===== src/vgaPkg.sv =====
//**************************************************
// shared definitions for the VGA game display
// frame timing, pixel position, scan slot and colour
// types, referenced by scoped names
//**************************************************

package vgaPkg;

	// coordinate width for x and y
	localparam int coordWidth = 10;

	// horizontal timing in pixels
	localparam logic [coordWidth-1:0] hActive = 10'd640;
	localparam logic [coordWidth-1:0] hFront  = 10'd16;
	localparam logic [coordWidth-1:0] hSync   = 10'd96;
	localparam logic [coordWidth-1:0] hBack   = 10'd48;
	localparam logic [coordWidth-1:0] hTotal  = hActive + hFront + hSync + hBack;

	// vertical timing in lines
	localparam logic [coordWidth-1:0] vActive = 10'd480;
	localparam logic [coordWidth-1:0] vFront  = 10'd10;
	localparam logic [coordWidth-1:0] vSync   = 10'd2;
	localparam logic [coordWidth-1:0] vBack   = 10'd33;
	localparam logic [coordWidth-1:0] vTotal  = vActive + vFront + vSync + vBack;

	// one pixel position on the screen
	typedef struct packed {
		logic [coordWidth-1:0] x;
		logic [coordWidth-1:0] y;
	} pixelPos_t;

	// one pixel slot of the scan, sync active low
	typedef struct packed {
		pixelPos_t pos;
		logic      active;
		logic      hsyncN;
		logic      vsyncN;
	} scan_t;

	// RGB332 byte, chosen as a whole, decoded per field
	typedef union packed {
		logic [7:0] raw;
		struct packed {
			logic [2:0] red;
			logic [2:0] green;
			logic [1:0] blue;
		} fields;
	} rgb332_t;

	// widened colour toward the DAC
	typedef struct packed {
		logic [7:0] red;
		logic [7:0] green;
		logic [7:0] blue;
	} rgb24_t;

endpackage


===== src/gameDisplayTop.sv =====
//**************************************************
// top level of the VGA game display pixel path
// timing generator, player and enemy drawers and the
// priority mux, three cycles from counter to pins
//**************************************************

`timescale 1ns/1ps

module gameDisplayTop (
	input  logic              clk,
	input  logic              resetN,
	// sprite corners, sampled every cycle
	input  vgaPkg::pixelPos_t playerPos,
	input  vgaPkg::pixelPos_t enemyPos,
	// layer colours
	input  vgaPkg::rgb332_t   playerRGB,
	input  vgaPkg::rgb332_t   enemyRGB,
	input  vgaPkg::rgb332_t   backGroundRGB,
	output vgaPkg::rgb24_t    rgbOut,
	output logic              hsyncN,
	output logic              vsyncN
);

	// scan straight from the counters
	vgaPkg::scan_t   scan0;
	// scan one stage later, from the player drawer
	vgaPkg::scan_t   scan1;

	logic            playerDrawReq;
	vgaPkg::rgb332_t playerDrawRGB;
	logic            enemyDrawReq;
	vgaPkg::rgb332_t enemyDrawRGB;

	vgaScanTiming vgaScanTiming_inst (
		.clk    (clk),
		.resetN (resetN),
		.scan   (scan0)
	);

	// player box 32x32
	rectSpriteDrawer #(
		.spriteWidth  (32),
		.spriteHeight (32)
	) playerDrawer (
		.clk       (clk),
		.resetN    (resetN),
		.scanIn    (scan0),
		.topLeft   (playerPos),
		.spriteRGB (playerRGB),
		.drawReq   (playerDrawReq),
		.rgb       (playerDrawRGB),
		.scanOut   (scan1)
	);

	// enemy box 48x24, its delayed scan matches scan1 and stays open
	rectSpriteDrawer #(
		.spriteWidth  (48),
		.spriteHeight (24)
	) enemyDrawer (
		.clk       (clk),
		.resetN    (resetN),
		.scanIn    (scan0),
		.topLeft   (enemyPos),
		.spriteRGB (enemyRGB),
		.drawReq   (enemyDrawReq),
		.rgb       (enemyDrawRGB),
		.scanOut   ()
	);

	objectsPriorityMux objectsPriorityMux_inst (
		.clk           (clk),
		.resetN        (resetN),
		.scan          (scan1),
		.playerDrawReq (playerDrawReq),
		.playerRGB     (playerDrawRGB),
		.enemyDrawReq  (enemyDrawReq),
		.enemyRGB      (enemyDrawRGB),
		.backGroundRGB (backGroundRGB),
		.rgbOut        (rgbOut),
		.hsyncN        (hsyncN),
		.vsyncN        (vsyncN)
	);

endmodule


===== src/objectsPriorityMux.sv =====
//**************************************************
// priority colour mux, one cycle latency
// player over enemy over background, black outside
// the active area, RGB332 widened to 24 bits
//**************************************************

`timescale 1ns/1ps

module objectsPriorityMux (
	input  logic            clk,
	input  logic            resetN,
	input  vgaPkg::scan_t   scan,
	// player layer
	input  logic            playerDrawReq,
	input  vgaPkg::rgb332_t playerRGB,
	// enemy layer
	input  logic            enemyDrawReq,
	input  vgaPkg::rgb332_t enemyRGB,
	// last priority
	input  vgaPkg::rgb332_t backGroundRGB,
	output vgaPkg::rgb24_t  rgbOut,
	output logic            hsyncN,
	output logic            vsyncN
);

	// registered colour byte
	vgaPkg::rgb332_t tmpRGB;

	always_ff @(posedge clk or negedge resetN) begin
		if (!resetN) begin
			tmpRGB.raw <= 8'h00;
			hsyncN     <= 1'b1;
			vsyncN     <= 1'b1;
		end
		else begin
			// blank in porches and sync
			if (!scan.active)
				tmpRGB.raw <= 8'h00;
			else if (playerDrawReq)
				tmpRGB.raw <= playerRGB.raw;
			else if (enemyDrawReq)
				tmpRGB.raw <= enemyRGB.raw;
			else
				tmpRGB.raw <= backGroundRGB.raw;

			// sync kept in step with the colour
			hsyncN <= scan.hsyncN;
			vsyncN <= scan.vsyncN;
		end
	end

	// repeat the low bit of each field to fill 8 bits
	assign rgbOut.red = {
		tmpRGB.fields.red,
		{5{tmpRGB.fields.red[0]}}
	};
	assign rgbOut.green = {
		tmpRGB.fields.green,
		{5{tmpRGB.fields.green[0]}}
	};
	// blue has only two bits, so six copies
	assign rgbOut.blue = {
		tmpRGB.fields.blue,
		{6{tmpRGB.fields.blue[0]}}
	};

endmodule


===== src/rectSpriteDrawer.sv =====
//**************************************************
// rectangular sprite drawer, one cycle latency
// raises drawReq over a half-open box at topLeft and
// passes its colour and the delayed scan onward
//**************************************************

`timescale 1ns/1ps

module rectSpriteDrawer #(
	parameter int spriteWidth  = 32,
	parameter int spriteHeight = 32
) (
	input  logic              clk,
	input  logic              resetN,
	input  vgaPkg::scan_t     scanIn,
	input  vgaPkg::pixelPos_t topLeft,
	input  vgaPkg::rgb332_t   spriteRGB,
	output logic              drawReq,
	output vgaPkg::rgb332_t   rgb,
	output vgaPkg::scan_t     scanOut
);

	// one extra bit so a box near the right or bottom edge does not wrap
	logic [vgaPkg::coordWidth:0] rightEdge;
	logic [vgaPkg::coordWidth:0] bottomEdge;
	logic                        insideX;
	logic                        insideY;

	assign rightEdge  = {1'b0, topLeft.x} + (vgaPkg::coordWidth + 1)'(spriteWidth);
	assign bottomEdge = {1'b0, topLeft.y} + (vgaPkg::coordWidth + 1)'(spriteHeight);

	// left and top inclusive, right and bottom exclusive
	assign insideX = (scanIn.pos.x >= topLeft.x) && ({1'b0, scanIn.pos.x} < rightEdge);
	assign insideY = (scanIn.pos.y >= topLeft.y) && ({1'b0, scanIn.pos.y} < bottomEdge);

	always_ff @(posedge clk or negedge resetN) begin
		if (!resetN) begin
			drawReq        <= 1'b0;
			scanOut.pos    <= '0;
			scanOut.active <= 1'b0;
			scanOut.hsyncN <= 1'b1;
			scanOut.vsyncN <= 1'b1;
		end
		else begin
			drawReq <= scanIn.active && insideX && insideY;
			// scan travels beside the request
			scanOut <= scanIn;
		end
	end

	// colour register
	always_ff @(posedge clk) begin
		rgb <= spriteRGB;
	end

endmodule


===== src/vgaScanTiming.sv =====
//**************************************************
// scan timing generator for a 640x480 60 Hz frame
// one pixel per clk, registered scan struct with
// position, active area and both sync pulses
//**************************************************

`timescale 1ns/1ps

module vgaScanTiming (
	input  logic          clk,
	input  logic          resetN,
	output vgaPkg::scan_t scan
);

	// raw counters
	logic [vgaPkg::coordWidth-1:0] hPos;
	logic [vgaPkg::coordWidth-1:0] vPos;

	// decoded flags for the current counter state
	logic lineEnd;
	logic frameEnd;
	logic inActive;
	logic inHsync;
	logic inVsync;

	assign lineEnd  = (hPos == vgaPkg::hTotal - 1'b1);
	assign frameEnd = (vPos == vgaPkg::vTotal - 1'b1);
	assign inActive = (hPos < vgaPkg::hActive) && (vPos < vgaPkg::vActive);

	// sync window begins after the front porch
	assign inHsync = (hPos >= vgaPkg::hActive + vgaPkg::hFront) &&
		(hPos < vgaPkg::hActive + vgaPkg::hFront + vgaPkg::hSync);
	assign inVsync = (vPos >= vgaPkg::vActive + vgaPkg::vFront) &&
		(vPos < vgaPkg::vActive + vgaPkg::vFront + vgaPkg::vSync);

	// pixel and line counters
	always_ff @(posedge clk or negedge resetN) begin
		if (!resetN) begin
			hPos <= '0;
			vPos <= '0;
		end
		else begin
			if (lineEnd) begin
				hPos <= '0;
				// step a line at the end of each row
				if (frameEnd)
					vPos <= '0;
				else
					vPos <= vPos + 1'b1;
			end
			else begin
				hPos <= hPos + 1'b1;
			end
		end
	end

	// scan slot lags the counters by one cycle
	always_ff @(posedge clk or negedge resetN) begin
		if (!resetN) begin
			scan.pos    <= '0;
			scan.active <= 1'b0;
			scan.hsyncN <= 1'b1;
			scan.vsyncN <= 1'b1;
		end
		else begin
			scan.pos.x  <= hPos;
			scan.pos.y  <= vPos;
			scan.active <= inActive;
			scan.hsyncN <= ~inHsync;
			scan.vsyncN <= ~inVsync;
		end
	end

endmodule

===== config.mk =====
export PLATFORM = sky130hd
export DESIGN_NAME = gameDisplayTop
export DESIGN_NICKNAME = d
export VERILOG_FILES = /design/src/vgaPkg.sv /design/src/gameDisplayTop.sv /design/src/objectsPriorityMux.sv /design/src/rectSpriteDrawer.sv /design/src/vgaScanTiming.sv
export SDC_FILE = /design/constraint.sdc
export NUM_CORES = 1
export LEC_CHECK = 0
export ABC_CLOCK_PERIOD_IN_PS = 4500
export BUFFER_PORTS_ARGS = -buffer_cell sky130_fd_sc_hd__buf_2
export CAP_MARGIN = 20
export CORE_ASPECT_RATIO = 1.5
export CORE_MARGIN = 5
export CORE_UTILIZATION = 35
export DETAILED_ROUTE_END_ITERATION = 8
export PLACE_DENSITY = 0.63
export SYNTH_ARGS = -nofsm -noshare
export SYNTH_HDL_FRONTEND = slang
export SYNTH_SLANG_ARGS = --single-unit

===== constraint.sdc =====
create_clock -name clk -period 4.5 [get_ports clk]
set_clock_uncertainty 0.1 [all_clocks]
set_input_delay 0.225 -clock clk [delete_from_list [all_inputs] [get_ports clk]]
set_output_delay 0.225 -clock clk [all_outputs]
set_load 0.01 [all_outputs]

# Yosys cells after proc, flatten, opt, wreduce, memory -nomap -nowiden
# Index checks and enable logic that the tools add are counted.
[classes] n_addsub=6 magnitude_cmp=14 n_eq_ne=2 n_mux=5 bitwise=2 n_reduce_logical=11
[ops] op="less-than comparator 10 x 11 -> 1 bit" count=4
[ops] op=">= comparator 10 bit" count=4
[ops] op="adder 10 x 6 -> 11 bit (second input constant)" count=3
[ops] op="2-to-1 mux 8 bit" count=3
[ops] op="adder 10 x 1 -> 10 bit (second input constant)" count=2
[ops] op="equality test 10 bit (second input constant)" count=2
[ops] op="less-than comparator 10 bit (second input constant)" count=2
[ops] op="less-than comparator 10 x 9 -> 1 bit (second input constant)" count=2
[ops] op="2-to-1 mux 10 bit" count=2
[ops] op="adder 10 x 5 -> 11 bit (second input constant)" count=1
[ops] op="logical AND 1 bit" count=11
[ops] op=">= comparator 10 bit (second input constant)" count=1
[ops] op=">= comparator 10 x 9 -> 1 bit (second input constant)" count=1
[ops] op="inverter 1 bit" count=2
[totals] reg_bits=74 output_inout_bits=26 wordCells=57

# Depth between registers and ports, before layout
[depth] word_depth=5 mapped_depth=10

# Cells and area by module
# From an unflattened synthesis, not the netlist that was laid out.
[hier_totals] hier_cells=491 hier_area_um2=5729.2
[modules_own_cells] module="rectSpriteDrawer at enemyDrawer" instances=1 cells_each=155 area_each_um2=1774.2 seq_area_each_um2=763.2
[modules_own_cells] module="rectSpriteDrawer at playerDrawer" instances=1 cells_each=152 area_each_um2=1654.1 seq_area_each_um2=763.2
[modules_own_cells] module="vgaScanTiming" instances=1 cells_each=131 area_each_um2=1647.8 seq_area_each_um2=1078.5
[modules_own_cells] module="objectsPriorityMux" instances=1 cells_each=53 area_each_um2=653.1 seq_area_each_um2=252.7

# Worst setup path before layout
# No wires, ideal clock.
[synth_path] path_kind="reg2reg" start="reg vgaScanTiming_inst.hPos[5] in the netlist's numbering" end="reg vgaScanTiming_inst.vPos[6] in the netlist's numbering" setup_time_ps=125 t_arrival_ps=1699 t_required_ps=4275 slack_ps=2576 stages_incl_launch_ff=8 n_path_buf=1 cell_sequence="dfrtp_1 -> nor4b_2 -> and3_1 -> and2_1 -> buf_6 -> nand2_4 -> or3_4 -> xnor2_2"
[synth_via] elab_chain_len=1
[synth_lines] element="from (decl)" line_no="vgaScanTiming.sv:16" text="logic [vgaPkg::coordWidth-1:0] hPos;"
[synth_lines] element="from (signal assigned)" line_no="vgaScanTiming.sv:52" text="hPos <= hPos + 1'b1;"
[synth_lines] element="equality test 10 bit" line_no="vgaScanTiming.sv:26" text="assign lineEnd = (hPos == vgaPkg::hTotal - 1'b1);"
[synth_lines] element="to (signal assigned)" line_no="vgaScanTiming.sv:49" text="vPos <= vPos + 1'b1;"
[synth_lines] element="to (decl)" line_no="vgaScanTiming.sv:17" text="logic [vgaPkg::coordWidth-1:0] vPos;"
# No other way between the ends.
# A chain may end at the register's enable or synchronous reset.

# Final worst setup path
# Ends and elaborated chain as after synthesis.

==> impl_metrics.json <==
{
  "min_period_over_period_pct": 48.9,
  "maxClockFrequency_mhz": 455,
  "timing.rr.start": "vgaScanTiming_inst.hPos[5]",
  "critPathMaxFanout": 8,
  "dp_cells": 674,
  "number_of_global_route_vias_before_repair": 3736,
  "grt_first_pass_wirelength_um": 16300,
  "antenna-diode-count": 0,
  "grt_overflow": 0,
  "synth-edff-count": 0,
  "cp-start-kind": "flip-flop",
  "max-vdd-ir-drop_v": 0.000116,
  "critPathSlowestCell": "dfrtp_1",
  "detailedPlace.worstSlack_ns": 2.03,
  "pin_count": 92,
  "timing.final.crit_period_ns": 2.20,
  "post_synth_inst_count": 445,
  "layout_commonest_cell": "buf_2",
  "remaining_number_of_nets_flagged_by_the_antenna_check_after_routing": 0,
  "layout.core_utilization_pct": 43.4,
  "power_frac_clock_pct": 42.9,
  "crit-reg2reg-capture": "vgaScanTiming_inst.vPos[6]",
  "cts_inserted_buffers": 9,
  "critical_path.cell_chain": "nor4b_2 > and3_1 > and2_1 > nand2_4 > or3_4 > xnor2_2",
  "internal_power_mw": 1.14,
  "critPathTopFamily": "simple AND/OR/NAND/NOR gates",
  "global_route_total_usage_across_every_layer_pct": 13.5,
  "syn_to_final_growth_pct": 21.3,
  "finalHoldViolCount": 0,
  "gp_congestion": 0.860,
  "setup.worst_path.class": "reg -> reg",
  "timing.hold.worst.class": "in -> reg",
  "syn_area_per_cell_um2": 10.1,
  "dp_hpwl_um": 7960,
  "leakage_nw": 2.75,
  "cts_root_buf": "clkbuf_16",
  "reg_to_reg_setup_timing_slack_ns": 2.30,
  "vias_per_cell": 4.91,
  "starting_density_of_the_core_pct": 35.8,
  "maximum_number_of_pins_on_one_net_before_global_route_repair": 39,
  "worstHoldPathCells": 4,
  "synth_area_leader_cell": "dfrtp_1",
  "syn-num-nets": 582,
  "die_w_um": 102,
  "layout.cell_area.non_filler_um2": 5430,
  "finalWirelength_um": 9750,
  "yosys_most_used_dff": "dfrtp_1",
  "maxSlewViolCount": 0,
  "io_buffers": 91,
  "sw_frac_of_total_pct": 22.7,
  "commonest_cells_after_routing_fill_and_taps_aside": "91 x buf_2, 71 x ha_1, 52 x dfrtp_1",
  "netlist_top_cells_area": "dfrtp_1 29%, ha_1 20%, dfxtp_1 7.2%",
  "clock_insertion_delay_worst_skew_ns": 0.33,
  "drcViolationCount": 0,
  "dr.first_iter.drc_count": 165,
  "post_drt_wl_per_cell_um": 13.8,
  "power.share.combinational_pct": 11.1,
  "worst_slack_ns": 2.30,
  "multiInputGateArea_um2": 2360,
  "synthArstFlopShare_pct": 78.4,
  "p_total_mw": 1.47,
  "cts.clk_slew.worst_paths_ns": 0.05,
  "p_seq_share_pct": 46.1,
  "final_net_count": 683,
  "worstPathRequired_ns": 4.61,
  "hold_path_end": "objectsPriorityMux_inst.tmpRGB[6]",
  "synth.distinct_cells": 48,
  "logic_depth_of_the_worst_setup_path_including_buffers": 6,
  "run_status": "complete, no violations",
  "synth.ff_latch_count": 74,
  "reg2reg_depth": 6,
  "cp_slowest_stage_delay_ns": 0.45,
  "area_of_the_placeable_core_um2": 12500,
  "max_cap_viol": 0,
  "netlist.area_leader.share_pct": 29.1,
  "core.rowCount": 50,
  "htreeDepth": 3,
  "die_h_um": 148,
  "timing.max_slew.rel_slack_pct": 47.9,
  "layout-drive-gt1-share_pct": 21.8,
  "rsz0062_at_grt": "false",
  "fill_cells": 1176,
  "worst-endpoint-arrival_ns": 2.31,
  "grt_antenna_before_repair": 0,
  "tightestPinTransition_ns": 0.775,
  "die_area_um2": 15200,
  "final-setup-viol-count": 0,
  "buffer_levels_on_the_longest_clock_path": 2,
  "via_count": 3470,
  "tritoncts_clock_tree": "built",
  "drt_pre_antenna_iters": 4,
  "timing.setup.tns_ns": 0,
  "p_switching_uw": 335,
  "syn-cell-area_um2": 4470,
  "synth.yosys.warnings": 0,
  "yosysSeqAreaShare_pct": 39.8,
  "layout.area.seq_um2": 1780,
  "power.density_nw_per_um2": 272,
  "critPathCaptureType": "flip-flop",
  "fin_cells": 707,
  "finalHoldWorstSlack_ns": 0.204,
  "number_of_buffers_inserted_by_post_cts_setup_repair": 0,
  "postPlaceCellArea_um2": 4990,
  "worstHoldStart": "backGroundRGB[6]",
  "number_of_buffer_and_inverter_instances_along_the_worst_setup_path": 0,
  "tritoncts_sinks": 74
}
-- worst reg2reg max path: stages, from the launching register on --
cell	delay (ns)
dfrtp_1	0.45
nor4b_2	0.34
and3_1	0.21
and2_1	0.36
nand2_4	0.09
or3_4	0.39
xnor2_2	0.14
-- kinds of logic after synthesis --
kind of cell | synth area share [%]
and+or+nand+nor | 14.3
AOI/OAI and AO/OA | 11.2
xor gates and xnor gates | 5.26
adders and majority gates | 19.9
muxes | 2.29
buffers and inverters | 7.38
DFF | 39.8
-- state kept, by name, summed over array words and instances, names as in the netlist, 3 cells and up --
signal / cells
vgaScanTiming_inst.scan: 23
vgaScanTiming_inst.hPos: 10
vgaScanTiming_inst.vPos: 10
enemyDrawer.rgb: 8
objectsPriorityMux_inst.tmpRGB: 8
playerDrawer.rgb: 8
playerDrawer.scanOut: 3
-- power groups by stage --
stage | logic, mW | registers [mW] | clock network, mW
2_1_floorplan | 0.0860 | 0.693 | 0
3_3_place_gp | 0.149 | 0.691 | 0
3_5_place_dp | 0.154 | 0.691 | 0
4_1_cts | 0.166 | 0.679 | 0.659
5_1_grt | 0.187 | 0.680 | 0.685
6_report | 0.163 | 0.679 | 0.632
-- worst max path at each step --
| stage | slack (ns) | end | from |
|---|---|---|---|
| 2_1_floorplan | 2.58 | vgaScanTiming_inst.vPos[6] | vgaScanTiming_inst.hPos[5] |
| 3_3_place_gp | 2.16 | enemyDrawer.drawReq | enemyPos[14] |
| 3_5_place_dp | 2.03 | enemyDrawer.drawReq | enemyPos[14] |
| 4_1_cts | 2.28 | vgaScanTiming_inst.vPos[6] | vgaScanTiming_inst.hPos[5] |
| 5_1_grt | 2.09 | vgaScanTiming_inst.vPos[9] | vgaScanTiming_inst.hPos[0] |
| 6_report | 2.30 | vgaScanTiming_inst.vPos[6] | vgaScanTiming_inst.hPos[5] |
-- routing by layer --
metal	part of all wire, %	global-route usage (%)
met3	5.7	3.05
met4	2.7	6.89
met5	0	0
met2	55	25.4
met1	37	13.5
-- cells in the mapped netlist, types with 2 or more instances --
cell type / count
a211oi_1: 10
a21o_1: 7
a21oi_1: 20
and2_1: 11
and3_1: 3
and3_2: 2
and4_1: 2
buf_4: 16
clkbuf_1: 2
dfrtp_1: 52
dfstp_2: 6
dfxtp_1: 16
ha_1: 71
inv_1: 51
mux2_2: 2
mux2i_1: 8
nand2_1: 22
nand2b_1: 4
nand3_1: 18
nand4_1: 9
nor2_1: 16
nor2b_1: 6
nor3_1: 10
nor4_1: 2
nor4b_1: 2
o2111ai_1: 4
o211ai_1: 4
o21ai_0: 23
o221ai_1: 3
or3_1: 2
xnor2_1: 19
xor2_1: 6
-- cell type report --
type                            instances  share of cell area (%)
Clock buffer                           13                    4.61
Sequential cell                        74                    32.8
Multi-Input combinational cell        301                    43.6
Inverter                               51                    3.53
Timing Repair Buffer                  109                    11.7
Clock inverter                          3                   0.277
Tap cell                              156                    3.60
-- repair_timing --
item / CTS / global route
endpoints found under the hold margin: 34 / 0
gates resized for setup: 0 / 0
hold buffers: 17 / 0
Note: power is estimated with default switching activity, not from simulation.
